<file path="config.mk">
export PLATFORM = sky130hd
export DESIGN_NAME = sync_fifo
export DESIGN_NICKNAME = d
export VERILOG_FILES = /design/src/hw/switch_pkg.sv /design/src/hw/sync_fifo.sv
export SDC_FILE = /design/constraint.sdc
export NUM_CORES = 2
export LEC_CHECK = 0
export ABC_CLOCK_PERIOD_IN_PS = 4100
export BUFFER_PORTS_ARGS = -buffer_cell sky130_fd_sc_hd__buf_2
export CAP_MARGIN = 20
export CORE_MARGIN = 8
export CORE_UTILIZATION = 31
export CTS_BUF_LIST = sky130_fd_sc_hd__clkbuf_8
export DETAILED_ROUTE_END_ITERATION = 8
export SLEW_MARGIN = 0
export SYNTH_ARGS = -nofsm -noshare
export SYNTH_HDL_FRONTEND = slang
export SYNTH_SLANG_ARGS = --single-unit
</file>
<file path="constraint.sdc">
create_clock -name sys_clk -period 4.1 [get_ports sys_clk]
set_input_delay 0.82 -clock sys_clk [delete_from_list [all_inputs] [get_ports sys_clk]]
set_output_delay 0.82 -clock sys_clk [all_outputs]
set_load 0.03 [all_outputs]
</file>
<file path="src/hw/switch_pkg.sv">
// Switch package with port constants and the packed structs shared by all blocks
package switch_pkg;

  localparam int NUM_PORTS       = 4;
  localparam int PORT_BITS       = 2;
  localparam int BYTE_BITS       = 8;
  localparam int MAC_BITS        = 48;
  localparam int HDR_BYTES       = 12;
  localparam int FLOW_ENTRIES    = 8;
  localparam int IFG_CYCLES      = 12;
  localparam int RX_QUEUE_LOG2   = 8;
  localparam int XBAR_QUEUE_LOG2 = 6;

  // One stored byte, last marks the end of a frame
  typedef struct packed {
    logic                 last;
    logic [BYTE_BITS-1:0] data;
  } queue_word_t;

  typedef struct packed {
    logic [BYTE_BITS-1:0] rxd;
    logic                 rx_dv;
  } gmii_rx_t;

  typedef struct packed {
    logic [BYTE_BITS-1:0] txd;
    logic                 tx_en;
  } gmii_tx_t;

  typedef logic [NUM_PORTS-1:0] port_mask_t;

  typedef struct packed {
    logic                req;
    logic [MAC_BITS-1:0] dst_mac;
    logic [MAC_BITS-1:0] src_mac;
  } lookup_req_t;

  typedef struct packed {
    logic       ack;
    port_mask_t fwd_mask;
  } lookup_resp_t;

endpackage

</file>
<file path="src/hw/sync_fifo.sv">
// Single-clock queue of 9-bit words with full and empty flags
`timescale 1ns/10ps

module sync_fifo
  import switch_pkg::*;
#(
  parameter int DEPTH_LOG2 = RX_QUEUE_LOG2
) (
    input  logic        sys_clk
  , input  logic        rst_n
  , input  queue_word_t din
  , input  logic        wr_en
  , output logic        full
  , output queue_word_t dout
  , input  logic        rd_en
  , output logic        empty
);

  queue_word_t           mem [2**DEPTH_LOG2];
  logic [DEPTH_LOG2-1:0] wr_ptr;
  logic [DEPTH_LOG2-1:0] rd_ptr;
  logic [DEPTH_LOG2:0]   count;
  logic                  do_wr;
  logic                  do_rd;

  assign do_wr = wr_en & ~full;
  assign do_rd = rd_en & ~empty;

  // Count reaches 2**DEPTH_LOG2 only when every slot is used
  assign full  = count[DEPTH_LOG2];
  assign empty = count == '0;
  assign dout  = mem[rd_ptr];

  always_ff @(posedge sys_clk or negedge rst_n) begin
    if (!rst_n) begin
      wr_ptr <= '0;
      rd_ptr <= '0;
      count  <= '0;
    end else begin
      if (do_wr) wr_ptr <= wr_ptr + 1'b1;
      if (do_rd) rd_ptr <= rd_ptr + 1'b1;
      if (do_wr && !do_rd) count <= count + 1'b1;
      else if (do_rd && !do_wr) count <= count - 1'b1;
    end
  end

  always_ff @(posedge sys_clk) begin
    if (do_wr) mem[wr_ptr] <= din;
  end

endmodule

</file>
==> results.py <==
metrics = {
    "status": {
        "status": "finished with violations",
        "violations": "setup timing",
    },
    "sta": {
        "final.setup.worst_slack_ns": -0.985,
        "max_freq_ghz": 0.197,
        "rsz0062_at_grt": "true",
        "min_period_ns": 5.08,
        "hold_violations": 0,
        "slew_viol_final": 0,
        "setup_viol": 9,
        "post-route-period-util_pct": 124,
        "slew_headroom_pct": 19.3,
        "tightest_slew_ns": 1.21,
        "fin_skew_ns": 0.0942,
    },
    "synthesis": {
        "postSynthNetCount": 4296,
        "syn_inst": 4269,
        "synth_edf_count": 2304,
        "synthTopCellsByArea": "edfxtp_1 (77%), mux4_2 (12%), mux2i_1 (1.9%)",
        "synth_seq_cells": 2329,
        "syn_area_um2": 90400,
        "synth_top_cell_area_share_pct": 76.5,
        "ys_warn_count": 0,
        "ys_types": 70,
        "async_flop_share_pct": 1.07,
        "ys_seq_area_share_pct": 77.2,
        "ys.flop_type": "edfxtp_1",
        "synth_area_per_cell_um2": 21.2,
        "synth_largest_area_cell": "edfxtp_1",
    },
    "detailed_routing": {
        "firstDrtPassIters": 5,
        "route.detailed.drc": 0,
        "wirelength_um": 252000,
        "wl_per_cell_um": 26.9,
        "antenna_left": 0,
        "detail_route.vias_per_cell": 5.11,
        "vias": 47800,
        "drt_iter0_drc": 5413,
    },
    "global_routing": {
        "overflow": 0,
        "grt_max_degree": 115,
        "grt_use_total_pct": 15.6,
        "antenna_found_initial": 7,
        "grt_pass1_wl_um": 353000,
        "grt_pass1_vias": 48300,
    },
    "worst_setup_path": {
        "critical_path_class": "flip-flop to output port",
        "critPathSlowestCell": "mux4_2",
        "reg2reg_depth": 14,
        "worst_ep_required_time_ns": 3.28,
        "crit_family": "compound AO/OA/AOI/OAI gates",
        "worstReg2RegStart": "count[8]$_DFFE_PN0P_",
        "crit_path_cell_trace": "buf_12, buf_16, buf_12, buf_16, mux4_2, a22oi_1, a21oi_1, o311ai_4, o31ai_4, buf_6",
        "cp_data_arrival_time_ns": 4.26,
        "rrSetupSlack_ns": 0.72,
        "worst-path-max-fanout": 8,
        "cp-start-kind": "flip-flop",
        "cpPeakStageDelay_ns": 0.50,
        "r2r-end": "count[8]$_DFFE_PN0P_",
        "cp_num_buf_inv": 5,
        "crit_path_end_kind": "output port",
    },
    "layout": {
        "utilization_pct": 37.6,
        "final_layout_size_suffix_gt1_share_pct": 35.1,
        "area_delta_synth_final_pct": 21.0,
        "final_cell_mix": "edfxtp_1 (2304), buf_4 (621), mux4_2 (496), clkbuf_8 (400), nor2_1 (283)",
        "fillCellCount": 26200,
        "mostFrequentLayoutCell": "edfxtp_1",
        "nets": 5190,
    },
    "die": {
        "coreArea_um2": 291000,
        "ios": 24,
        "die_area_um2": 309000,
        "rows": 198,
        "start_util_pct": 31.1,
        "die_w_um": 556,
        "fp.dieH_um": 556,
    },
    "cts": {
        "h-tree-depth": 5,
        "root_buffer": "clkbuf_8",
        "cts_tree": "built",
        "cts_buffers": 384,
        "clk_pin_slew_ns": 0.06,
        "cts.path.max_buffers": 4,
        "clock_sinks": 2329,
        "clk_latency_ns": 1.09,
    },
    "place": {
        "preCtsSetupSlack_ns": -0.696,
        "place_congestion": 0.848,
        "hpwlAfterDp_um": 157000,
        "port_buffers": 23,
    },
    "power_and_ir_drop": {
        "power.share.sequential_pct": 37.2,
        "ir_worst_vdd_mv": 0.595,
        "power_mw": 71.7,
        "total_leakage_power_nw": 35.5,
        "clock_power_share_pct": 26.0,
        "powerDensity_nw_per_um2": 655,
        "p_sw_share_pct": 33.0,
        "p_int_mw": 48.0,
        "p_switching_mw": 23.7,
        "power_frac_comb_pct": 36.8,
    },
    "worst_hold_path": {
        "min_path_cells": 4,
        "min_to": "rd_ptr[0]$_DFFE_PN0P_",
        "min_from": "rd_en",
        "hold_path.class": "input pin to flip-flop",
    },
    "run": {
        "cap_violations": 0,
    },
}
==> routing by layer <==
layer | up-vias | part of all wire (%) | global-route usage [%]
met1 | 25400 | 40 | 21.0
li1 | 19800 | - | -
met4 | 0 | 3.6 | 5.46
met2 | 2264 | 47 | 25.1
met5 | - | 0 | 0
met3 | 409 | 8.9 | 3.32
==> through the flow <==
step	setup TNS (ns)	hold slack (ns)	instances	area [µm²]
global route	-8.94	0.258	9353	109000
detailed placement	-3.50	0.511	8549	99600
finish	-8.21	0.296	9357	109000
global placement	-4.30	0.504	8546	99600
CTS	-9.86	0.204	9254	107000
floorplan	0	0.478	4269	90400
==> what timing repair did <==
action                     4_1_cts  5_1_grt
hold endpoints to repair        25        0
gates resized for setup        113      188
hold buffers                     1        0
cloned                           5       12
pin swaps                       12       70
setup endpoints to repair        9        9
buffers inserted                24      102
==> Yosys cell counts (all sizes together), types with 5 or more instances <==
library cell / count
o21ai: 43
nand3: 34
inv: 11
o21a: 6
o31ai: 7
a22o: 22
dfrtp: 25
xor2: 7
nand4: 9
a21oi: 79
edfxtp: 2304
mux2i: 175
clkbuf: 133
nand2: 78
a2111oi: 8
xnor2: 13
buf: 139
o221ai: 9
nor3: 13
nor2: 286
nor2b: 19
mux4: 509
ha: 13
a22oi: 111
a221oi: 62
a211oi: 37
o211ai: 10
a31oi: 5
o22ai: 40
==> worst min-delay path, stage by stage <==
cell	delay [ns]
buf_2	0.07
and2_1	0.13
buf_4	0.20
xor2_1	0.08
==> how the worst max path moves through the flow <==
stage	cells after the start	from	end	slack, ns
finish	10	rd_ptr[0]$_DFFE_PN0P_	dout[2]	-0.98
global route	13	rd_ptr[0]$_DFFE_PN0P_	dout[1]	-1.04
CTS	9	rd_ptr[1]$_DFFE_PN0P_	dout[2]	-1.15
detailed placement	14	rd_ptr[0]$_DFFE_PN0P_	dout[2]	-0.70
global placement	9	rd_ptr[3]$_DFFE_PN0P_	dout[1]	-0.91
floorplan	10	rd_ptr[0]$_DFFE_PN0P_	dout[5]	0.54
==> registers in the layout, summed over array words and instances, names as in the netlist <==
signal and count:
count 9, mem 2304, rd_ptr 8, wr_ptr 8
==> power groups by stage <==
stage	logic, mW	clock network (mW)	registers, mW
final	26.4	18.6	26.7
after global routing	27.4	20.0	26.7
after CTS	23.9	19.0	26.7
after detailed placement	22.6	0	27.2
after floorplan	12.6	0	27.0
after global placement	22.5	0	27.1
==> final cells by class <==
cell class	count	area (µm²)	share of cell area (%)
Sequential cell	2329	69800	63.8
Multi-Input combinational cell	1658	20200	18.5
Antenna cell	5	12.5	0.0114
Inverter	11	43.8	0.0400
Clock buffer	392	5400	4.93
Timing Repair Buffer	779	7550	6.90
Clock inverter	283	1470	1.35
Tap cell	3900	4880	4.46
==> kinds of logic (layout without fill, tap and decap cells) <==
group | count (synthesis) | after routing | synth area share, %
other cells | 0 | 5 | 0
flops | 2329 | 2329 | 77.2
buf+inv | 283 | 1465 | 1.78
mux | 688 | 688 | 14.7
xor+xnor | 20 | 20 | 0.194
simple gates | 470 | 471 | 2.21
fa+ha+maj | 14 | 14 | 0.202
compound gates | 465 | 465 | 3.67
Power figures use the tool's default switching activity.
