## src/hw/switch_pkg.sv

```systemverilog
// Switch package with port constants and the packed structs shared by all blocks
package switch_pkg;

  localparam int NUM_PORTS       = 4;
  localparam int PORT_BITS       = 2;
  localparam int BYTE_BITS       = 8;
  localparam int MAC_BITS        = 48;
  localparam int HDR_BYTES       = 12;
  localparam int FLOW_ENTRIES    = 8;
  localparam int IFG_CYCLES      = 12;
  localparam int RX_QUEUE_LOG2   = 8;
  localparam int XBAR_QUEUE_LOG2 = 6;

  // One stored byte, last marks the end of a frame
  typedef struct packed {
    logic                 last;
    logic [BYTE_BITS-1:0] data;
  } queue_word_t;

  typedef struct packed {
    logic [BYTE_BITS-1:0] rxd;
    logic                 rx_dv;
  } gmii_rx_t;

  typedef struct packed {
    logic [BYTE_BITS-1:0] txd;
    logic                 tx_en;
  } gmii_tx_t;

  typedef logic [NUM_PORTS-1:0] port_mask_t;

  typedef struct packed {
    logic                req;
    logic [MAC_BITS-1:0] dst_mac;
    logic [MAC_BITS-1:0] src_mac;
  } lookup_req_t;

  typedef struct packed {
    logic       ack;
    port_mask_t fwd_mask;
  } lookup_resp_t;

endpackage

```

## src/hw/gmii_rx_framer.sv

```systemverilog
// GMII receive framing into queue words with last-byte marking and frame drop
`timescale 1ns/10ps

module gmii_rx_framer
  import switch_pkg::*;
(
    input  logic        sys_clk
  , input  logic        rst_n
  , input  gmii_rx_t    gmii_rx
  , output queue_word_t din
  , output logic        wr_en
  , input  logic        full
);

  logic [BYTE_BITS-1:0] hold;
  logic                 hold_valid;
  logic                 in_frame;
  logic                 cut;
  logic                 discard;
  logic                 first;
  logic                 blocked;
  logic                 refuse;
  logic                 take;

  assign first   = gmii_rx.rx_dv & ~in_frame;
  assign blocked = hold_valid & full;
  // Refused at start when no room, or a cut frame still waits for its end byte
  assign refuse  = first & (full | hold_valid);
  assign take    = gmii_rx.rx_dv & ~discard & ~cut & ~blocked & ~refuse;

  // Held byte goes out once the next byte or the end of frame is seen
  assign wr_en = hold_valid & ~full;
  assign din   = '{last: cut | ~gmii_rx.rx_dv, data: hold};

  always_ff @(posedge sys_clk or negedge rst_n) begin
    if (!rst_n) begin
      hold_valid <= 1'b0;
      in_frame   <= 1'b0;
      cut        <= 1'b0;
      discard    <= 1'b0;
    end else begin
      in_frame <= gmii_rx.rx_dv;
      if (take) hold_valid <= 1'b1;
      else if (wr_en) hold_valid <= 1'b0;
      // Queue full with a byte pending, so that byte becomes the frame end
      if (blocked) cut <= 1'b1;
      else if (wr_en) cut <= 1'b0;
      if (refuse || (blocked && gmii_rx.rx_dv)) discard <= 1'b1;
      else if (!gmii_rx.rx_dv) discard <= 1'b0;
    end
  end

  always_ff @(posedge sys_clk) begin
    if (take) hold <= gmii_rx.rxd;
  end

endmodule

```

## config.mk

```make
export PLATFORM = sky130hd
export DESIGN_NAME = gmii_rx_framer
export DESIGN_NICKNAME = d
export VERILOG_FILES = /design/src/hw/switch_pkg.sv /design/src/hw/gmii_rx_framer.sv
export SDC_FILE = /design/constraint.sdc
export NUM_CORES = 1
export LEC_CHECK = 0
export CAP_MARGIN = 0
export CORE_AREA = 3 3 40 42
export DETAILED_ROUTE_END_ITERATION = 10
export DIE_AREA = 0 0 43 45
export DONT_BUFFER_PORTS = 1
export PLACE_DENSITY = 0.47
export SYNTH_ARGS = -nofsm -noshare
export SYNTH_HDL_FRONTEND = slang
export SYNTH_SLANG_ARGS = --single-unit
export TNS_END_PERCENT = 30
```

## constraint.sdc

```tcl
create_clock -name sys_clk -period 1.5 [get_ports sys_clk]
set_clock_uncertainty 0.15 [all_clocks]
set_input_delay 0.3 -clock sys_clk [delete_from_list [all_inputs] [get_ports sys_clk]]
set_output_delay 0.3 -clock sys_clk [all_outputs]
set_load 0.01 [all_outputs]
```

==> results of run 1 <==
==> cells by family (layout without fill, tap and decap cells) <==
kind of cell,Yosys count,after routing,synth area share [%]
adders and majority gates,1,1,2.74
DFF,12,12,82.9
buffers and inverters,2,20,1.83
and+or+nand+nor,6,6,7.62
AOI/OAI and AO/OA,3,3,4.88
==> placed cells by master, fill, tap and decap left out <==
cell type | Yosys | layout
nand2_1 | 2 | 1
inv_1 | 2 | 2
nand2_2 | 0 | 1
nor3_4 | 0 | 1
nor2b_1 | 1 | 1
o21ai_0 | 1 | 1
dlygate4sd3_1 | 0 | 10
clkbuf_8 | 0 | 1
clkbuf_4 | 0 | 3
dfrtp_1 | 4 | 4
o21a_1 | 1 | 1
maj3_2 | 1 | 1
buf_4 | 0 | 2
edfxtp_1 | 8 | 8
buf_6 | 0 | 2
o31ai_1 | 1 | 1
nor2_1 | 2 | 2
==> layout make-up <==
cell class	count	area (sq um)
clock buffer	4	36.3
fill	114	673
inverter	2	7.51
multi-input combinational	10	71.3
sequential	12	340
tap	15	18.8
timing repair buffer	14	138
==> worst max-delay path: cells and delay by family (launching register included) <==
kind                     cells  cell delay, ns
flip-flops                   1            0.39
adder cells (fa/ha/maj)      1            0.35
AND/OR/NAND/NOR              1            0.16
buffers and inverters        1            0.14
==> path summary, 6_finish.rpt <==
path / to / startpoint / cells after the start / slack [ns]
hold / removal: cut / full / 2 / 0.04
min in group asynchronous: hold_valid / rst_n / 1 / 0.14
setup / recovery: hold[3] / hold_valid / 3 / 0.04
hold reg to reg: hold_valid / discard / 1 / 0.42
max in group asynchronous: discard / rst_n / 1 / 0.90
setup reg to reg: hold[3] / hold_valid / 3 / 0.04
==> sequential cells by signal (all words and copies together) (netlist names) <==
name and cells:
cut 1, hold_valid 1, discard 1, in_frame 1, hold 8
==> stage by stage <==
stage / utilization (%) / TNS [ns] / power [uW]
global placement: 35.6 / 0 / 373
floorplan: - / -0.266 / 372
finish: 47.6 / 0 / 642
global route: 47.6 / -0.0120 / 673
detailed placement: 35.6 / 0 / 374
CTS: 46.3 / -0.0171 / 649
==> per-layer routing <==
layer / up-vias / part of all wire [%]
met5: - / 0
met4: 0 / 0
met3: 0 / 6.2
met2: 12 / 53
met1: 126 / 40
li1: 123 / -
==> report_power, final <==
| group | leakage, uW | internal, uW | switching (uW) |
|---|---|---|---|
| registers | 0.000119 | 356 | 3.12 |
| clock network | 0.0000210 | 147 | 104 |
| logic | 0.000100 | 22.3 | 9.19 |
==> cells in the mapped netlist <==
cell / n
maj3_2: 1
nor2b_1: 1
o31ai_1: 1
o21ai_0: 1
nor3_2: 1
nor2_1: 2
dfrtp_1: 4
o21a_1: 1
inv_1: 2
nand2_1: 2
edfxtp_1: 8
==> repair_timing <==
action / 4_1_cts / 5_1_grt
hold endpoints to repair: 14 / 0
setup buffers: 0 / 1
pin swaps: 0 / 2
resized for setup: 0 / 3
hold buffers: 10 / 0
setup endpoints to repair: 4 / 8
==> out/metrics.cfg, run 1 <==
[run_status]
outcome=completed

[placed_design]
place_ws_ns=0.00558
gp_congestion=0.622
io_buffer_count=0
dp_cells=42
hpwl_um=573
postPlaceCellArea_sq_um=458

[route]
vias=261
drc=0
first_iter_violations=2
dr.pass1.iters=2
detail_route.vias_per_cell=4.58
avgRoutedWirePerCell_um=13.9
finalWirelength_um=791
ant_nets=0

[synthesis]
synth.top_cells.by_area=edfxtp_1 (59%), dfrtp_1 (24%), maj3_2 (2.7%)
syn_inst=24
ys_seq_area_share_pct=82.9
synth_area_per_cell_sq_um=17.1
syn_nets=36
syn_area_sq_um=410
synth_area_leader_cell=edfxtp_1
ys_seq_elements=12
yosysUniqueCellTypes=11
yosysWarnings=0
synth_top_area_share_pct=58.5

[setup_path]
crit_type=flip-flop to flip-flop
slowest_delay_ns=0.39
crit_path_top_delay_cell=dfrtp_1
endpoint_kind=flip-flop
critPathArrivalTime_ns=1.31
cp_max_fo=4
worst_ep_required_time_ns=1.34
crit_path_start_kind=flip-flop
crit_chain=maj3_2, nor3_4, buf_6

[finish]
final_area_sq_um=612
nets=55
areaGrowthSynthToFinish_pct=49.1
finalNonFillerCells=57
antennaDiodeCount=0
drive_gt1_share_pct=26.2

[clock_network]
ctsLongestPathBuffers=2
root_buffer=clkbuf_4
h-tree-depth=1
cts_tree=yes
cts_buffers=3
cts.clk_slew.worst_paths_ns=0.07
clkLatencyLatePin_ns=0.26
cts_sinks=12

[floorplan]
core-area_sq_mm=0.00128
die_h_um=45
dieArea_sq_mm=0.00194
fp.dieW_um=43
ios=22
start_util_pct=31.9
rows=13

[global_route]
grt_max_degree=8
grt_use_met2_pct=15.3
grt_util_met3_pct=4.78
overflow=0
first_global_vias=308
antenna_found_initial=0
grt_use_total_pct=9.18
grtUsageMet1_pct=8.46
grt_pass1_wl_mm=1.21
top_usage_layer=met2

[timing]
hold_viol=0
tightest_slew_ns=0.228
fmax_mhz=683
relSlewSlack_pct=84.7
postLayoutSetupSlackWorst_ns=0.0355
fin_crit_ns=1.46
finalSetupViolations=0
drv_slew=0
fin_crit_sh_pct=97.6
rsz0062_at_grt=true
whs_ns=0.0368

[hold_path]
worstHoldPathType=input port to flip-flop

[pwr]
vdd_drop_max_uv=474
powerDensity_mw_per_mm2=1050
leakage_uw=0.000240

[flow_run]
max_cap_violations=0

No activity file was read; power rests on OpenSTA's default activity.
==> run 2: changes to the inputs <==
==> constraint.sdc (replaced) <==
create_clock -name sys_clk -period 1.5 [get_ports sys_clk]
set_clock_uncertainty 0.15 [all_clocks]
set_input_delay 0 -clock sys_clk [delete_from_list [all_inputs] [get_ports sys_clk]]
set_output_delay 0 -clock sys_clk [all_outputs]
set_load 0.01 [all_outputs]
==> out/metrics.cfg, run 2 (synthesis gave the netlist of run 1 again) <==
[run_status]
outcome=completed

[setup_path]
endpoint_kind=flip-flop
cp_max_fo=4  ; unchanged
crit_type=flip-flop to flip-flop
critPathArrivalTime_ns=1.31  ; about the same
crit_path_start_kind=flip-flop
crit_chain=maj3_2, nor3_4, buf_6
slowest_delay_ns=0.39  ; about the same
crit_path_top_delay_cell=dfrtp_1
worst_ep_required_time_ns=1.34  ; about the same
rrSetupSlack_ns=0.04  ; about the same

[global_route]
grt_pass1_wl_mm=1.21  ; -0.58%
grt_use_total_pct=9.18  ; unchanged
grt_max_degree=8  ; unchanged
first_global_vias=301  ; -2.3%
antenna_found_initial=0  ; unchanged
overflow=0  ; unchanged

[clock_network]
ctsLongestPathBuffers=2  ; unchanged
h-tree-depth=1  ; unchanged
cts.clk_slew.worst_paths_ns=0.07  ; about the same
cts_tree=yes
cts_sinks=12  ; unchanged
clkLatencyLatePin_ns=0.26  ; about the same
cts_buffers=3  ; unchanged
root_buffer=clkbuf_4

[finish]
mostFrequentLayoutCell=dlygate4sd3_1
finalNonFillerCells=59  ; +3.5%
utilization_pct=49.2  ; +1.6 points
nets=57  ; +3.6%
drive_gt1_share_pct=25.0  ; -1.2 points
areaGrowthSynthToFinish_pct=54.0
layout_common_cells=dlygate4sd3_1 (12), edfxtp_1 (8), dfrtp_1 (4)
seq_area_sq_um=340  ; unchanged
final_area_sq_um=632  ; +3.3%
largest_reg_flops=8  ; unchanged
top_register=hold
antennaDiodeCount=0  ; unchanged
n_fill_cell=113  ; -0.88%
multi_input_comb_area_sq_um=71.3  ; unchanged

[placed_design]
place_ws_ns=0.00558  ; unchanged
dp_cells=42  ; unchanged
postPlaceCellArea_sq_um=458  ; unchanged
io_buffer_count=0  ; unchanged
hpwl_um=573  ; unchanged
gp_congestion=0.622  ; unchanged

[route]
route.met2.wl_um=436  ; +3.6%
ant_nets=0  ; unchanged
finalWirelength_um=798  ; +0.88%
top_layer=met3
first_iter_violations=1  ; -1
drc=0  ; unchanged
m1WireLength_um=313  ; -2.2%
dr_wl_met3_um=48  ; -2.0%
avgRoutedWirePerCell_um=13.5  ; -2.5%
vias=268  ; +2.7%
detail_route.vias_per_cell=4.54  ; -0.80%
dr.pass1.iters=2  ; unchanged

[pwr]
leakage_uw=0.000249  ; +3.5%
p_int_uw=529  ; +0.65%
vdd_drop_max_uv=490  ; +3.2%
swShare_pct=18.4  ; +0.19 points
p_switching_uw=119  ; +1.9%
p_comb_share_pct=5.8  ; +0.9 points
power_frac_clock_pct=38.8  ; -0.4 points
p_seq_share_pct=55.4  ; -0.5 points
powerDensity_mw_per_mm2=1030  ; -2.3%

[floorplan]
dieArea_sq_mm=0.00194  ; unchanged
rows=13  ; unchanged
fp.dieW_um=43  ; unchanged
start_util_pct=31.9  ; unchanged
die_h_um=45  ; unchanged
ios=22  ; unchanged
core-area_sq_mm=0.00128  ; unchanged

[timing]
fmax_mhz=683  ; about the same
drv_slew=0  ; unchanged
tightest_slew_ns=0.223  ; -0.00490 ns
fin_crit_sh_pct=97.6  ; about the same
hold_viol=0  ; unchanged
fin_crit_ns=1.46  ; -0.000517 ns
postLayoutSetupSlackWorst_ns=0.0360  ; +0.000517 ns
rsz0062_at_grt=true
finalSetupViolations=0  ; unchanged
relSlewSlack_pct=85.0  ; +0.33 points

[flow_run]
max_cap_violations=0  ; unchanged

[hold_path]
worstHoldPathType=input port to flip-flop

## run 2: cell count changes in the layout (fill, tap and decap cells not counted)
cell           before  now
dlygate4sd3_1      10   12
## run 2: area by class of cell
type                            instances  area share (%)
Sequential cell                        12            53.9
Timing Repair Buffer                   16            25.0
Multi-Input combinational cell         10            11.3
Clock buffer                            4            5.74
Tap cell                               15            2.97
Inverter                                2            1.19
## run 2: repair_timing
item	4_1_cts	5_1_grt
pin swaps	0	2
hold endpoints to repair	18	4
gates resized for setup	0	3
hold buffers	11	1
endpoints found under the setup margin	4	8
buffers inserted	0	1
## run 2: final timing paths
| kind | startpoint | endpoint | cells past startpoint |
|---|---|---|---|
| min in group asynchronous | rst_n | hold_valid | 2 |
| worst max-delay path | hold_valid | hold[3] | 3 |
| worst min-delay path | gmii_rx[4] | hold[3] | 1 |
| worst min register to register | discard | hold_valid | 1 |
| max in group asynchronous | rst_n | discard | 2 |
| worst max register to register | hold_valid | hold[3] | 3 |
## run 2: routing by layer
metal | up-vias | global-route usage, %
met5 | - | 0
li1 | 128 | -
met4 | 0 | 7.23
met3 | 0 | 4.78
met2 | 12 | 15.9
met1 | 128 | 7.95
## run 2: critical path, delay by kind of cell (launching register included)
kind	cells	cell delay (ns)
adder cells (fa/ha/maj)	1	0.35
buffers and inverters	1	0.14
flip-flops	1	0.39
AND/OR/NAND/NOR	1	0.16
## run 2: metrics by stage
stage	total power (uW)	hold WS, ns	TNS (ns)
floorplan	372	-0.446	-0.266
global placement	373	-0.445	0
detailed placement	374	-0.445	0
CTS	651	-0.271	-0.0171
global route	680	0.201	-0.0123
finish	648	0.210	0
## run 2: power by group through the flow
| stage | combinational [uW] | sequential (uW) | clock [uW] |
|---|---|---|---|
| after global placement | 6.14 | 366 | 0 |
| after floorplan | 5.84 | 366 | 0 |
| after detailed placement | 6.81 | 367 | 0 |
| after CTS | 32.1 | 359 | 260 |
| after global routing | 40.8 | 359 | 280 |
| final | 37.3 | 359 | 251 |
==> run 3: changes to the inputs <==
ABC_AREA = 1   (was default)
ABC_CLOCK_PERIOD_IN_PS = 1500   (was default)
PLACE_DENSITY = 0.48   (was 0.47)
==> out/metrics.cfg, run 3 <==
[setup_path]
cp_common_cell=nor2_1
endpoint_kind=flip-flop
slowest_delay_ns=0.41  ; +0.02 ns
rr_startpoint=hold_valid
crit_path_top_delay_cell=dfrtp_1
crit_family=flip-flops
cp_max_fo=8  ; +4
worst_ep_required_time_ns=1.33  ; about the same
crit_type=flip-flop to flip-flop
crit_path_start_kind=flip-flop
rr_worst_depth=4  ; +1
worst_r2r_endpoint=hold[0]
critPathArrivalTime_ns=1.15  ; -0.16 ns
critPathBufInv=1  ; unchanged
rrSetupSlack_ns=0.18  ; +0.15 ns
crit_chain=nor2_1, nor2_2, nor2_1, buf_4

[finish]
antennaDiodeCount=0  ; unchanged
areaGrowthSynthToFinish_pct=39.8
final_area_sq_um=593  ; -6.1%
largest_reg_flops=8  ; unchanged
top_register=hold
mostFrequentLayoutCell=dlygate4sd3_1
drive_gt1_share_pct=10.6  ; -14 points
nets=61  ; +7.0%
layout_common_cells=dlygate4sd3_1 (12), edfxtp_1 (8), inv_1 (6)

[route]
vias=275  ; +2.6%
first_iter_violations=7  ; +6
detail_route.vias_per_cell=4.44  ; -2.4%
ant_nets=0  ; unchanged
drc=0  ; unchanged
finalWirelength_um=841  ; +5.4%
dr.pass1.iters=3  ; +1
avgRoutedWirePerCell_um=13.6  ; +0.29%

[run_status]
outcome=completed

[timing]
relSlewSlack_pct=85.9  ; +0.83 points
fin_crit_sh_pct=87.9  ; -9.7 points
drv_slew=0  ; unchanged
rsz0062_at_grt=false
hold_viol=0  ; unchanged
finalSetupViolations=0  ; unchanged
postLayoutSetupSlackWorst_ns=0.182  ; +0.146 ns
tightest_slew_ns=0.211  ; -0.0113 ns
tns_ns=0  ; unchanged
fmax_mhz=759  ; +11%
fin_crit_ns=1.32  ; -0.146 ns

[synthesis]
synth_most_common_cell=edfxtp_1
ys_seq_area_share_pct=80.2  ; -2.7 points
synth-main-ff-cell=edfxtp_1
syn_inst=31  ; +29%
synth.top_cells.by_area=edfxtp_1 (57%), dfrtp_1 (24%), inv_1 (5.3%)
syn_area_sq_um=424  ; +3.4%
yosysWarnings=0  ; unchanged
synth_area_leader_cell=edfxtp_1
synth_top_area_share_pct=56.6  ; -1.9 points
yosysUniqueCellTypes=10  ; -1
synthTopCellsByCount=edfxtp_1 (8), inv_1 (6), dfrtp_1 (4), nand2_1 (4), nor2_1 (3)
ys_seq_elements=12  ; unchanged
synth_edf_count=8  ; unchanged
syn_nets=43  ; +19%
ys_async_sr_fraction_pct=33.3  ; unchanged
synth_area_per_cell_sq_um=13.7  ; -20%

[placed_design]
hpwl_um=636  ; +11%
io_buffer_count=0  ; unchanged
postPlaceCellArea_sq_um=450  ; -1.6%
gp_congestion=0.617  ; -0.87%
place_ws_ns=0.185  ; +0.179 ns

[floorplan]
core-area_sq_mm=0.00128  ; unchanged
rows=13  ; unchanged
die_h_um=45  ; unchanged
dieArea_sq_mm=0.00194  ; unchanged
ios=22  ; unchanged
start_util_pct=33.0  ; +1.1 points
fp.dieW_um=43  ; unchanged

[pwr]
fin_total_pwr_uw=586  ; -9.5%
swShare_pct=19.4  ; +1.0 points
leakage_uw=0.000243  ; -2.4%
p_seq_share_pct=61.1  ; +5.7 points
powerDensity_mw_per_mm2=989  ; -3.6%
p_switching_uw=114  ; -4.4%
p_int_uw=473  ; -11%
vdd_drop_max_uv=462  ; -5.7%
p_comb_share_pct=6.1  ; +0.3 points
power_frac_clock_pct=32.8  ; -6.0 points

[clock_network]
clkLatencyLatePin_ns=0.27  ; about the same
cts_sinks=12  ; unchanged
ctsLongestPathBuffers=2  ; unchanged
cts.repair.resized=0  ; unchanged
cts_hold_repair.buffers=12  ; +1
post_cts_buffers=0  ; unchanged
h-tree-depth=1  ; unchanged
root_buffer=clkbuf_4
cts.clk_slew.worst_paths_ns=0.07  ; about the same
cts_tree=yes
cts_buffers=3  ; unchanged

[global_route]
overflow=0  ; unchanged
first_global_vias=271  ; -10%
antenna_found_initial=0  ; unchanged
grt_pass1_wl_mm=1.18  ; -2.3%
grt_max_degree=9  ; +1
grt_use_total_pct=9.37  ; +0.19 points

[flow_run]
max_cap_violations=0  ; unchanged

[hold_path]
min_to=hold[2]
worstHoldPathType=input port to flip-flop
whs_path_depth=3  ; +2
min-delay-start=gmii_rx[0]

[run 3: kinds of logic after synthesis]
family,Yosys count,synth area share [%]
flops,12,80.2
simple gates,10,10.3
buf+inv,6,5.31
compound gates,3,4.13
[run 3: stage by stage]
stage	cells	hold WS [ns]	utilization, %
4_1_cts	62	0.0172	46.2
6_report	62	0.0228	46.2
3_3_place_gp	47	-0.445	35.1
5_1_grt	62	0.0196	46.2
3_5_place_dp	47	-0.445	35.1
2_1_floorplan	31	-0.446	-
[run 3: power by group through the flow]
stage / Clock [uW] / Combinational (uW) / Sequential [uW]
floorplan: 0 / 5.81 / 365
global placement: 0 / 6.37 / 365
detailed placement: 0 / 7.34 / 365
CTS: 197 / 36.5 / 358
global route: 219 / 39.1 / 358
finish: 192 / 35.7 / 358
[run 3: worst max-delay path by stage]
stage	start	to	slack (ns)	depth (start not counted)
final	hold_valid	hold[0]	0.18	4
after global placement	hold_valid	hold[6]	0.22	4
after CTS	hold_valid	hold[3]	0.18	4
after detailed placement	hold_valid	hold[3]	0.18	4
after global routing	hold_valid	hold[3]	0.13	4
after floorplan	hold_valid	hold[0]	0.03	3
[run 3: area by class of cell]
type                            instances  area, sq um
Multi-Input combinational cell         13         61.3
Clock buffer                            3         22.5
Timing Repair Buffer                   13          128
Fill cell                             123          692
Inverter                                6         22.5
Tap cell                               15         18.8
Sequential cell                        12          340
[run 3: worst min-delay path, delay by kind of cell]
kind / cells / cell delay [ns]
buf+inv: 1 / 0.16
simple gates: 2 / 0.11
[run 3: metal layers]
layer	up-vias	part of all wire [%]	global-route usage, %	wire length (um)
li1	134	-	-	-
met1	122	39	8.25	329
met2	17	49	16.2	414
met3	2	9.5	4.78	80
met4	0	2.0	7.23	17
met5	-	0	0	0
