--- src/hw/switch_pkg.sv ---
// Switch package with port constants and the packed structs shared by all blocks
package switch_pkg;

  localparam int NUM_PORTS       = 4;
  localparam int PORT_BITS       = 2;
  localparam int BYTE_BITS       = 8;
  localparam int MAC_BITS        = 48;
  localparam int HDR_BYTES       = 12;
  localparam int FLOW_ENTRIES    = 8;
  localparam int IFG_CYCLES      = 12;
  localparam int RX_QUEUE_LOG2   = 8;
  localparam int XBAR_QUEUE_LOG2 = 6;

  // One stored byte, last marks the end of a frame
  typedef struct packed {
    logic                 last;
    logic [BYTE_BITS-1:0] data;
  } queue_word_t;

  typedef struct packed {
    logic [BYTE_BITS-1:0] rxd;
    logic                 rx_dv;
  } gmii_rx_t;

  typedef struct packed {
    logic [BYTE_BITS-1:0] txd;
    logic                 tx_en;
  } gmii_tx_t;

  typedef logic [NUM_PORTS-1:0] port_mask_t;

  typedef struct packed {
    logic                req;
    logic [MAC_BITS-1:0] dst_mac;
    logic [MAC_BITS-1:0] src_mac;
  } lookup_req_t;

  typedef struct packed {
    logic       ack;
    port_mask_t fwd_mask;
  } lookup_resp_t;

endpackage

--- src/hw/gmii_tx_framer.sv ---
// GMII transmit framing from queue words with the inter-frame gap
`timescale 1ns/10ps

module gmii_tx_framer
  import switch_pkg::*;
(
    input  logic        sys_clk
  , input  logic        rst_n
  , input  queue_word_t tx_word
  , input  logic        tx_valid
  , output logic        tx_ready
  , output gmii_tx_t    gmii_tx
);

  typedef logic [$clog2(IFG_CYCLES + 1)-1:0] gap_cnt_t;

  gap_cnt_t             gap_cnt;
  logic                 tx_en_q;
  logic [BYTE_BITS-1:0] txd_q;
  logic                 accept;

  // Ready stays low for the whole gap
  assign tx_ready = gap_cnt == '0;
  assign accept   = tx_valid & tx_ready;
  assign gmii_tx  = '{txd: txd_q, tx_en: tx_en_q};

  always_ff @(posedge sys_clk or negedge rst_n) begin
    if (!rst_n) begin
      gap_cnt <= '0;
      tx_en_q <= 1'b0;
    end else begin
      tx_en_q <= accept;
      if (accept && tx_word.last) gap_cnt <= gap_cnt_t'(IFG_CYCLES);
      else if (gap_cnt != '0) gap_cnt <= gap_cnt - 1'b1;
    end
  end

  always_ff @(posedge sys_clk) begin
    if (accept) txd_q <= tx_word.data;
  end

endmodule

--- config.mk ---
export PLATFORM = sky130hd
export DESIGN_NAME = gmii_tx_framer
export DESIGN_NICKNAME = d
export VERILOG_FILES = /design/src/hw/switch_pkg.sv /design/src/hw/gmii_tx_framer.sv
export SDC_FILE = /design/constraint.sdc
export NUM_CORES = 1
export LEC_CHECK = 0
export ABC_AREA = 0
export BUFFER_PORTS_ARGS = -buffer_cell sky130_fd_sc_hd__buf_2
export CORE_MARGIN = 1.5
export CORE_UTILIZATION = 30
export DETAILED_ROUTE_END_ITERATION = 8
export PLACE_DENSITY_LB_ADDON = 0.12
export SLEW_MARGIN = 10
export SYNTH_ARGS = -nofsm -noshare
export SYNTH_HDL_FRONTEND = slang
export SYNTH_SLANG_ARGS = --single-unit
--- constraint.sdc ---
create_clock -name sys_clk -period 1.6 [get_ports sys_clk]
set_clock_uncertainty 0.05 [all_clocks]
set_input_delay 0.08 -clock sys_clk [delete_from_list [all_inputs] [get_ports sys_clk]]
set_output_delay 0.08 -clock sys_clk [all_outputs]
set_load 0.1 [all_outputs]
==> impl_summary.txt, run 1 <==
----------------------------------------------------
[Clock network]
  Clock Pin Slew Worst Setup and Hold Paths ... approximately 80 ps
  Clock H-tree levels ... 1
  Number of CTS-inserted buffers ... 3
  Clk sinks ... 13
  Insertion delay to the later sink of the worst-skew pair ... 270 ps
  Clock tree from TritonCTS ... yes
  Clock Path Buffers ... 2
  Cell at the root of the clock tree ... sky130_fd_sc_hd__clkbuf_4

[Global routing]
  Combined global-route utilization of all metal layers ... 11.8%
  Wire length of the first global-routing pass ... about 1600 um
  Vias in the first global route ... 370
  Maximum number of pins on one net before global-route repair ... 10
  Antenna violations before repair ... 0
  Remaining global-route overflow ... 0

[Place]
  Placed Cells ... 69
  Final weighted congestion of routability-driven global placement ... approximately 0.76
  Total placed instance area ... roughly 640 um^2
  Dpl hpwl ... about 600 um
  Count of input and output buffers ... 21

[Floorplan]
  Initial cell density of the core ... between 30% and 40%
  Area of the die ... 1900 um^2
  Top Ports ... 22
  Core area ... 1520 um^2
  Chip Height ... approximately 44 um
  Horizontal die dimension ... 43.6 um
  Cell Rows ... 14

[Final layout]
  Count of fill cells added during filler insertion ... 140
  Layout Cells excl Fill ... roughly 90
  Total area of sequential cells ... ~370 um^2
  Area overhead of the layout relative to synthesis ... 66.3%
  Net count of the finished layout ... between 80 and 90
  Antenna Cells ... 0
  Area of all placed cells without fillers ... approximately 820 um^2
  Share of the core filled with cells in the final layout ... a little over half
  Multi-input logic area ... between 100 and 150 um^2
  Share of cells above drive strength 1 ... 50.7%

[Synthesis]
  Async set-reset flop share out of synthesis ... between 30% and 40%
  Area contributors post-synth ... sky130_fd_sc_hd__edfxtp_1, sky130_fd_sc_hd__dfrtp_1, sky130_fd_sc_hd__nor3b_4
  Sequential share of the synthesized area ... between 70 and 80%
  Dominant cell type by area after synthesis ... sky130_fd_sc_hd__edfxtp_1
  Post-synthesis instance area ... ~490 um^2
  Cell count after synthesis ... 32
  Number of flip-flops and latches in the synthesized netlist ... 13
  Number of synthesized flops with an enable pin ... 8
  Average cell area after synthesis ... between 15 and 20 um^2
  Main synth FF type ... sky130_fd_sc_hd__edfxtp_1
  Number of distinct library cells after synthesis ... 15
  Most instantiated library cell after synthesis ... sky130_fd_sc_hd__edfxtp_1
  Area share of the largest cell type after synthesis ... 48.6%
  Net count after synthesis ... 45
  Ranking of synthesized cells by instance count ... sky130_fd_sc_hd__edfxtp_1, sky130_fd_sc_hd__dfrtp_1, sky130_fd_sc_hd__inv_1, sky130_fd_sc_hd__nand3_1, sky130_fd_sc_hd__o21ai_0
  Synth warn ... 0

[Route]
  Routed vias ... between 300 and 400
  Wire length per cell after detailed routing ... 11.5 um
  Remaining number of nets flagged by the antenna check after routing ... 0
  Drt first-iter violations ... 4
  Post-detailed-route via-to-cell ratio ... 4.38
  Detailed-routing iteration count for the pre-antenna-repair pass ... 3
  Number of DRC violations after detailed routing ... 0
  Total wirelength of the detailed-routed design ... slightly above 1000 um

[STA]
  Share of the cycle needed by the critical path after routing ... a little over nine tenths
  Worst max-slew margin expressed relative to the limit ... 67.9%
  Shortest clock period the worst path allows after layout ... 1530 ps
  Final setup violation count ... 0
  Setup Total Neg Slack ... 0 ps
  Count of endpoints failing hold in the final timing report ... 0
  Slew at the pin closest to its max-slew limit ... around 490 ps
  Worst hold-check slack ... about 94 ps
  Achievable clock frequency ... 654 MHz
  Max Slew Vio Count ... 0

[Pwr]
  Power per standard cell area ... ~1600 nW/um^2
  Worst ir drop on vdd ... about 0.95 mV
  Leakage component of the power ... between 0.0003 and 0.0004 uW

[Critical path]
  Startpoint type of the worst setup path ... flip-flop
  WS Path Type ... flip-flop to output pin
  Endpoint of the most critical setup path ... tx_ready
  Delay of the slowest critical-path stage ... 400 ps
  Critical-path cell list ... inv_2 > ha_4 > nor3b_4 > buf_6 > buf_12
  Depth of the worst register-to-register path ... 5
  Crit path max fanout ... 3
  Reg-to-reg endpoint ... txd_q[4]$_DFFE_PP_
  Register-to-register setup slack ... roughly 90 ps
  Master of the slowest instance on the critical path ... sky130_fd_sc_hd__dfrtp_1
  Capturing element type of the critical path ... output pin
  R2R Path Start ... gap_cnt[1]$_DFFE_PN0P_
  Critical path origin ... gap_cnt[1]$_DFFE_PN0P_
  Data required time of the critical path ... between 1000 and 1500 ps
  CP Data Arrival Time ... roughly 1400 ps

[Run]
  Count of maximum capacitance violations ... 0

[Status]
  Run status ... completed

[Worst hold path]
  Worst min-delay path class ... primary input to async pin

----------------------------------------------------
[power by group]
| part | internal [uW] | total, uW | switching, uW |
|---|---|---|---|
| combinational | 283 | 635 | 352 |
| clock | 96.5 | 194 | 97.2 |
| sequential | 434 | 492 | 58.9 |
[layer usage]
layer	global-route usage [%]	part of all wire, %	vias to the layer above
li1	-	-	196
met3	7.50	6.9	2
met1	12.4	37	178
met5	0	0	-
met4	3.64	0.98	0
met2	19.4	55	14
[flip-flops by register name, summed over array words and instances, names as in the netlist]
signal and cells:
gap_cnt 4, tx_en_q 1, txd_q 8
[per-stage QoR]
stage          total power (uW)  worst slack [ps]
3_3_place_gp                962               143
6_report                   1320              71.8
5_1_grt                    1410             -10.7
4_1_cts                    1230              30.3
3_5_place_dp                956               134
2_1_floorplan               851              -671
[how the worst min path moves through the flow]
stage | start | to
after global placement | rst_n | tx_en_q$_DFF_PN0_
after CTS | rst_n | tx_en_q$_DFF_PN0_
final | rst_n | tx_en_q$_DFF_PN0_
after global routing | rst_n | tx_en_q$_DFF_PN0_
after floorplan | rst_n | gap_cnt[0]$_DFFE_PN0P_
after detailed placement | rst_n | tx_en_q$_DFF_PN0_
[cell type report]
type	count	share of cell area, %
Multi-Input combinational cell	15	15.2
Clock buffer	4	3.20
Sequential cell	13	44.4
Inverter	3	1.37
Tap cell	16	2.44
Timing Repair Buffer	38	33.3
[cell families after synthesis]
family / count (synthesis) / synth area share [%]
buf+inv: 4 / 3.80
compound gates: 7 / 9.62
simple gates: 7 / 10.1
fa+ha+maj: 1 / 2.53
flops: 13 / 73.9
[worst max-delay path, delay by kind of cell (launching register included)]
kind / cells / cell delay (ps)
buffers and inverters: 3 / 390
and+or+nand+nor: 1 / 210
DFF: 1 / 400
adders and majority gates: 1 / 140
[what timing repair did]
action | CTS | global route
hold buffers | 9 | 0
pin swaps | 0 | 1
setup endpoints to repair | 1 | 9
setup buffers | 2 | 5
endpoints found under the hold margin | 13 | 0
gates resized for setup | 2 | 2
[layout by cell type (no fill, tap or decap)]
master,Yosys,routed
sky130_fd_sc_hd__o21a_1,1,1
sky130_fd_sc_hd__nand4_1,1,1
sky130_fd_sc_hd__ha_4,0,1
sky130_fd_sc_hd__o21ba_1,1,1
sky130_fd_sc_hd__inv_2,0,2
sky130_fd_sc_hd__clkbuf_1,0,1
sky130_fd_sc_hd__dlygate4sd3_1,0,9
sky130_fd_sc_hd__nor3b_4,1,1
sky130_fd_sc_hd__o21ai_0,3,3
sky130_fd_sc_hd__inv_1,3,1
sky130_fd_sc_hd__a21o_1,1,1
sky130_fd_sc_hd__and2_4,0,1
sky130_fd_sc_hd__nand2_1,1,1
sky130_fd_sc_hd__a211oi_1,1,1
sky130_fd_sc_hd__nand3_1,3,3
sky130_fd_sc_hd__edfxtp_1,8,8
sky130_fd_sc_hd__buf_4,1,7
sky130_fd_sc_hd__buf_6,0,1
sky130_fd_sc_hd__clkbuf_4,0,3
sky130_fd_sc_hd__dfrtp_1,5,5
sky130_fd_sc_hd__buf_12,0,1
sky130_fd_sc_hd__buf_2,0,20
Note: power is estimated with default switching activity, not from simulation.
==> run 2: changes to the inputs <==
--- a/config.mk
+++ b/config.mk
@@ -8,7 +8,7 @@
 export ABC_AREA = 0
 export BUFFER_PORTS_ARGS = -buffer_cell sky130_fd_sc_hd__buf_2
 export CORE_MARGIN = 1.5
-export CORE_UTILIZATION = 30
+export CORE_UTILIZATION = 38
 export DETAILED_ROUTE_END_ITERATION = 8
 export PLACE_DENSITY_LB_ADDON = 0.12
 export SLEW_MARGIN = 10
==> run 2 against run 1 <==
Effect of this change:
- design area decreased by 4.0%
- sequential cell count unchanged
- via count increased by 1.5%
- cell count decreased by 6.7%
- routed wire length decreased by 3.9%
- critical path depth unchanged
- sequential share of layout area increased by 1.8 points
- non-clock buffer count decreased by 4
- highest routed layer unchanged
- die area decreased by 20%
- largest power group unchanged
- register-to-register slack improved by 110 ps
==> impl_summary.txt, run 2 (synthesis results as in run 1) <==
----------------------------------------------------
[Status]
  Run status ... completed

[STA]
  Worst path setup slack after routing ... 73.4 ps (+1.64 ps)
  Max Slew Vio Count ... 0 (unchanged)
  Worst hold-check slack ... 102 ps (+8.21 ps)
  Slew at the pin closest to its max-slew limit ... 486 ps (+0.965 ps)
  Count of endpoints failing hold in the final timing report ... 0 (unchanged)
  Share of the cycle needed by the critical path after routing ... 95.4% (-0.10 points)
  Worst max-slew margin expressed relative to the limit ... 67.8% (about the same)
  Shortest clock period the worst path allows after layout ... 1530 ps (-1.64 ps)
  Final setup violation count ... 0 (unchanged)
  Achievable clock frequency ... 655 MHz (+0.11%)
  Setup repair after global routing missed its margin ... false

[Route]
  Drt first-iter violations ... 5 (+1)
  Post-detailed-route via-to-cell ratio ... 4.77 (+8.9%)
  Detailed-routing iteration count for the pre-antenna-repair pass ... 4 (+1)
  Number of DRC violations after detailed routing ... 0 (unchanged)
  Wire length per cell after detailed routing ... 11.9 um (+3.0%)
  Remaining number of nets flagged by the antenna check after routing ... 0 (unchanged)
  Routed vias ... 396 (+1.5%)
  Total wirelength of the detailed-routed design ... 985 um (-3.9%)

[Floorplan]
  Area of the die ... 1530 um^2 (-20%)
  Horizontal die dimension ... 39.1 um (-10%)
  Chip Height ... 39.1 um (-10%)
  Initial cell density of the core ... 42.7% (+10 points)
  Cell Rows ... 12 (-2)
  Top Ports ... 22 (unchanged)
  Core area ... 1160 um^2 (-24%)

[Final layout]
  Net count of the finished layout ... 83 (-4.6%)
  Multi-input logic area ... 125 um^2 (unchanged)
  Top library cells by usage in the layout, fill and taps aside ... sky130_fd_sc_hd__buf_2, sky130_fd_sc_hd__dlygate4sd3_1, sky130_fd_sc_hd__edfxtp_1, sky130_fd_sc_hd__dfrtp_1
  Most flop-heavy register ... txd_q
  Antenna Cells ... 0 (unchanged)
  Count of fill cells added during filler insertion ... 80 (-43%)
  Most common cell after layout, fill and taps aside ... sky130_fd_sc_hd__buf_2
  Area overhead of the layout relative to synthesis ... 59.7%
  Largest registers ... txd_q x8, gap_cnt x4, tx_en_q x1
  Total area of sequential cells ... 365 um^2 (unchanged)
  Share of cells above drive strength 1 ... 47.8% (-2.9 points)
  Number of flip-flops in the largest register ... 8 (unchanged)

[Clock network]
  Clock Pin Slew Worst Setup and Hold Paths ... 70 ps (about the same)
  Cell at the root of the clock tree ... sky130_fd_sc_hd__clkbuf_4
  Clock H-tree levels ... 1 (unchanged)
  Insertion delay to the later sink of the worst-skew pair ... 260 ps (about the same)
  Clk sinks ... 13 (unchanged)
  Number of CTS-inserted buffers ... 3 (unchanged)
  Clock Path Buffers ... 2 (unchanged)
  Clock tree from TritonCTS ... yes

[Critical path]
  Register-to-register setup slack ... 200 ps (+110 ps)
  Startpoint type of the worst setup path ... flip-flop
  Capturing element type of the critical path ... output pin
  Depth of the worst register-to-register path ... 4 (-1)
  CP Data Arrival Time ... 1400 ps (about the same)
  Data required time of the critical path ... 1470 ps (about the same)
  Reg-to-reg endpoint ... txd_q[3]$_DFFE_PP_
  WS Path Type ... flip-flop to output pin
  Crit path max fanout ... 4 (+1)
  R2R Path Start ... gap_cnt[1]$_DFFE_PN0P_

[Pwr]
  Leakage component of the power ... 0.000349 uW (-5.4%)
  Worst ir drop on vdd ... 0.966 mV (+1.2%)
  Power per standard cell area ... 1570 nW/um^2 (-2.3%)

[Global routing]
  Combined global-route utilization of all metal layers ... 15.7% (+3.9 points)
  Remaining global-route overflow ... 0 (unchanged)
  Maximum number of pins on one net before global-route repair ... 10 (unchanged)
  Wire length of the first global-routing pass ... 1500 um (-4.4%)
  Antenna violations before repair ... 0 (unchanged)
  Vias in the first global route ... 416 (+12%)

[Worst hold path]
  Cell count of the worst hold path ... 2
  Worst min-delay path class ... primary input to flip-flop
  Worst min-delay path endpoint ... tx_en_q$_DFF_PN0_
  Hold path startpoint ... tx_valid

[Place]
  Final weighted congestion of routability-driven global placement ... 0.618 (-19%)
  Dpl hpwl ... 708 um (+19%)
  Count of input and output buffers ... 21 (unchanged)
  Pre-CTS setup slack ... 122 ps (-13.0 ps)

[Run]
  Count of maximum capacitance violations ... 0 (unchanged)

----------------------------------------------------
[run 2: cell count changes in the layout (fill, tap and decap cells not counted), sizes merged]
cell	delta
buf	-4
[run 2: how the worst max path moves through the flow]
| stage | start | endpoint | slack (ps) | cells after the start |
|---|---|---|---|---|
| after floorplan | gap_cnt[0]$_DFFE_PN0P_ | txd_q[0]$_DFFE_PP_ | -670 | 4 |
| after global placement | gap_cnt[0]$_DFFE_PN0P_ | txd_q[7]$_DFFE_PP_ | 180 | 4 |
| after detailed placement | gap_cnt[0]$_DFFE_PN0P_ | txd_q[4]$_DFFE_PP_ | 120 | 4 |
| after CTS | gap_cnt[0]$_DFFE_PN0P_ | tx_ready | 1 | 5 |
| after global routing | gap_cnt[1]$_DFFE_PN0P_ | tx_ready | 10 | 5 |
| final | gap_cnt[1]$_DFFE_PN0P_ | tx_ready | 70 | 5 |
[run 2: final cells by class]
type	instances	area share, %
clock buffer	4	3.33
inverter	3	1.43
multi-input combinational	15	15.8
sequential	13	46.3
tap	14	2.22
timing repair buffer	34	30.9
[run 2: power by group]
group	switching, uW	total (uW)	internal, uW	leakage [uW]
clock	90.6	187	96.2	0.0000150
combinational	329	557	227	0.000202
sequential	62.5	496	434	0.000133
[run 2: metal layers]
metal	vias up	GRT usage (%)	wire length, um
met3	2	3.47	42
met4	0	10.3	10
met5	-	0	0
met1	194	13.1	363
li1	191	-	-
met2	9	31.3	570
[run 2: metrics by stage]
step	TNS [ps]	total power (uW)	util (%)	area [um^2]	cells
finish	0	1240	68.3	790	83
global route	0	1320	68.3	790	83
global placement	0	945	55.1	637	67
CTS	0	1230	67.0	774	81
floorplan	-6600	851	-	499	32
detailed placement	0	970	55.1	637	67
[run 2: timing repair]
action,4_1_cts,5_1_grt
buffers inserted,1,2
hold endpoints to repair,13,0
endpoints found under the setup margin,1,1
hold buffers,9,0
pin swaps,0,1
resized for setup,2,2
[run 2: critical path, stage by stage, from the launching register on]
cell and delay [ps]:
sky130_fd_sc_hd__dfrtp_1 410, sky130_fd_sc_hd__inv_2 90, sky130_fd_sc_hd__ha_4 130, sky130_fd_sc_hd__nor3b_4 200
sky130_fd_sc_hd__buf_6 140, sky130_fd_sc_hd__buf_12 160
==> run 3: changes to the inputs <==
--- a/config.mk
+++ b/config.mk
@@ -7,9 +7,9 @@
 export LEC_CHECK = 0
 export ABC_AREA = 0
 export BUFFER_PORTS_ARGS = -buffer_cell sky130_fd_sc_hd__buf_2
-export CORE_MARGIN = 1.5
-export CORE_UTILIZATION = 38
+export CORE_AREA = 2 2 39 41
 export DETAILED_ROUTE_END_ITERATION = 8
+export DIE_AREA = 0 0 41 43
 export PLACE_DENSITY_LB_ADDON = 0.12
 export SLEW_MARGIN = 10
 export SYNTH_ARGS = -nofsm -noshare
==> constraint.sdc (replaced) <==
create_clock -name sys_clk -period 1.87 [get_ports sys_clk]
set_clock_uncertainty 0.05 [all_clocks]
set_input_delay 0.0935 -clock sys_clk [delete_from_list [all_inputs] [get_ports sys_clk]]
set_output_delay 0.0935 -clock sys_clk [all_outputs]
set_load 0.1 [all_outputs]
==> run 3 against run 2 <==
Effect of this change:
- highest routed layer unchanged
- design area decreased by 6.3%
- total power decreased by 21%
- critical path depth decreased by 1
- routed wire length decreased by 3.8%
- die area increased by 16%
- sequential power decreased by 15%
- via count decreased by 6.1%
==> impl_summary.txt, run 3 (synthesis results as in run 1) <==
----------------------------------------------------
[Final layout]
  Antenna Cells ... 0 (unchanged)
  Share of cells above drive strength 1 ... 41.5% (-6.3 points)
  Net count of the finished layout ... 79 (-4.8%)
  Area overhead of the layout relative to synthesis ... 49.6%
  Largest registers ... txd_q x8, gap_cnt x4, tx_en_q x1
  Most flop-heavy register ... txd_q
  Most common cell after layout, fill and taps aside ... sky130_fd_sc_hd__buf_2
  Number of flip-flops in the largest register ... 8 (unchanged)
  Top library cells by usage in the layout, fill and taps aside ... sky130_fd_sc_hd__buf_2, sky130_fd_sc_hd__dlygate4sd3_1, sky130_fd_sc_hd__edfxtp_1, sky130_fd_sc_hd__dfrtp_1

[Global routing]
  Vias in the first global route ... 391 (-6.0%)
  Combined global-route utilization of all metal layers ... 13.4% (-2.3 points)
  Remaining global-route overflow ... 0 (unchanged)
  Maximum number of pins on one net before global-route repair ... 10 (unchanged)
  Wire length of the first global-routing pass ... 1520 um (+0.93%)
  Antenna violations before repair ... 0 (unchanged)

[STA]
  Setup repair after global routing missed its margin ... false
  Count of endpoints failing hold in the final timing report ... 0 (unchanged)
  Max Slew Vio Count ... 0 (unchanged)
  Slew at the pin closest to its max-slew limit ... 489 ps (+2.31 ps)
  Worst path setup slack after routing ... 137 ps (+63.8 ps)
  Final setup violation count ... 0 (unchanged)
  Shortest clock period the worst path allows after layout ... about 1700 ps
  Achievable clock frequency ... just under 600 MHz
  Worst hold-check slack ... 116 ps (+13.9 ps)
  Share of the cycle needed by the critical path after routing ... about 93%
  Worst max-slew margin expressed relative to the limit ... 67.6% (-0.15 points)

[Route]
  Remaining number of nets flagged by the antenna check after routing ... 0 (unchanged)
  Wire length per cell after detailed routing ... 11.7 um (-1.4%)
  Number of DRC violations after detailed routing ... 0 (unchanged)
  Total wirelength of the detailed-routed design ... 948 um (-3.8%)
  Post-detailed-route via-to-cell ratio ... 4.59 (-3.7%)
  Drt first-iter violations ... 3 (-2)
  Routed vias ... 372 (-6.1%)
  Detailed-routing iteration count for the pre-antenna-repair pass ... 2 (-2)

[Place]
  Count of input and output buffers ... 21 (unchanged)
  Pre-CTS setup slack ... 250 ps (+129 ps)
  Final weighted congestion of routability-driven global placement ... 0.763 (+23%)
  Dpl hpwl ... 786 um (+11%)

[Floorplan]
  Top Ports ... 22 (unchanged)
  Initial cell density of the core ... 35.7% (-7.0 points)
  Core area ... 1380 um^2 (+20%)
  Area of the die ... 1760 um^2 (+16%)
  Chip Height ... 43 um (+10%)
  Cell Rows ... 14 (+2)
  Horizontal die dimension ... 41 um (+5.0%)

[Critical path]
  Crit path max fanout ... 6 (+2)
  Cell family with most CP delay ... flip-flops
  Delay of the slowest critical-path stage ... 410 ps (about the same)
  Capturing element type of the critical path ... output pin
  Master of the slowest instance on the critical path ... sky130_fd_sc_hd__dfrtp_1
  Startpoint type of the worst setup path ... flip-flop
  Critical-path cell list ... inv_1 > ha_2 > nor3b_4 > buf_6
  WS Path Type ... flip-flop to output pin
  Number of buffer and inverter instances along the worst setup path ... 2 (-1)
  CP Data Arrival Time ... 1590 ps (+190 ps)
  Data required time of the critical path ... 1730 ps (+260 ps)

[Clock network]
  Cell at the root of the clock tree ... sky130_fd_sc_hd__clkbuf_4
  Clk sinks ... 13 (unchanged)
  Clock Path Buffers ... 2 (unchanged)
  Post-CTS repair timing setup buffer count ... 0 (-1)
  Clock Pin Slew Worst Setup and Hold Paths ... 70 ps (about the same)
  Insertion delay to the later sink of the worst-skew pair ... 260 ps (about the same)
  Clock H-tree levels ... 1 (unchanged)
  Number of CTS-inserted buffers ... 3 (unchanged)
  Clock tree from TritonCTS ... yes

[Pwr]
  Worst ir drop on vdd ... 0.659 mV (-32%)
  Leakage component of the power ... 0.000326 uW (-6.6%)
  Power, Total ... 975 uW (-21%)
  Power per standard cell area ... 1320 nW/um^2 (-16%)

[Run]
  Count of maximum capacitance violations ... 0 (unchanged)

[Worst hold path]
  Worst min-delay path class ... primary input to async pin

[Status]
  Run status ... completed

----------------------------------------------------
## run 3: cell types whose count changed in the layout (fill, tap and decap cells not counted), sizes merged
cell,change
buf,-4
## run 3: cell type report
cell class                 instances  area (um^2)
inverter                           3         11.3
timing repair buffer              30          201
multi-input combinational         15          115
sequential                        13          365
clock buffer                       4         26.3
tap                               16         20.0
fill                             126          644
## run 3: worst register-to-register path, cell delays in order, from the launching register on
cell,delay (ps)
sky130_fd_sc_hd__dfrtp_1,410
sky130_fd_sc_hd__inv_1,100
sky130_fd_sc_hd__ha_2,220
sky130_fd_sc_hd__nor3b_4,320
sky130_fd_sc_hd__and2_4,270
## run 3: per-stage QoR
stage	TNS (ps)	instances	instance area, um^2	utilization, %
floorplan	-3530	32	499	-
global placement	0	68	617	44.6
detailed placement	0	68	617	44.6
CTS	0	81	736	53.2
global route	0	81	739	53.4
finish	0	81	739	53.4
## run 3: worst paths after layout
| kind | start | endpoint | slack, ps | cells past startpoint |
|---|---|---|---|---|
| hold / removal | rst_n | gap_cnt[1]$_DFFE_PN0P_ | 120 | 2 |
| setup / recovery | gap_cnt[0]$_DFFE_PN0P_ | tx_ready | 140 | 4 |
| min in group sys_clk | tx_valid | tx_en_q$_DFF_PN0_ | 120 | 2 |
| max in group asynchronous | rst_n | gap_cnt[2]$_DFFE_PN0P_ | 1500 | 2 |
| hold reg to reg | gap_cnt[1]$_DFFE_PN0P_ | gap_cnt[1]$_DFFE_PN0P_ | 490 | 2 |
| setup reg to reg | gap_cnt[0]$_DFFE_PN0P_ | txd_q[0]$_DFFE_PP_ | 210 | 4 |
## run 3: routing by layer
| metal | track usage (%) | up-vias | wire (um) | part of all wire (%) |
|---|---|---|---|---|
| met2 | 23.4 | 14 | 521 | 55 |
| met4 | 10.7 | 0 | 35 | 3.7 |
| met1 | 11.5 | 173 | 313 | 33 |
| met5 | 0 | - | 0 | 0 |
| li1 | - | 181 | - | - |
| met3 | 3.14 | 4 | 78 | 8.2 |
## run 3: where the power goes
group | internal, uW | switching, uW
logic | 134 | 262
registers | 371 | 51.2
clock network | 82.3 | 73.7
## run 3: timing repair
action,4_1_cts,5_1_grt
pin swaps,0,0
endpoints found under the hold margin,13,0
hold buffers,9,0
setup endpoints to repair,1,1
gates resized for setup,1,1
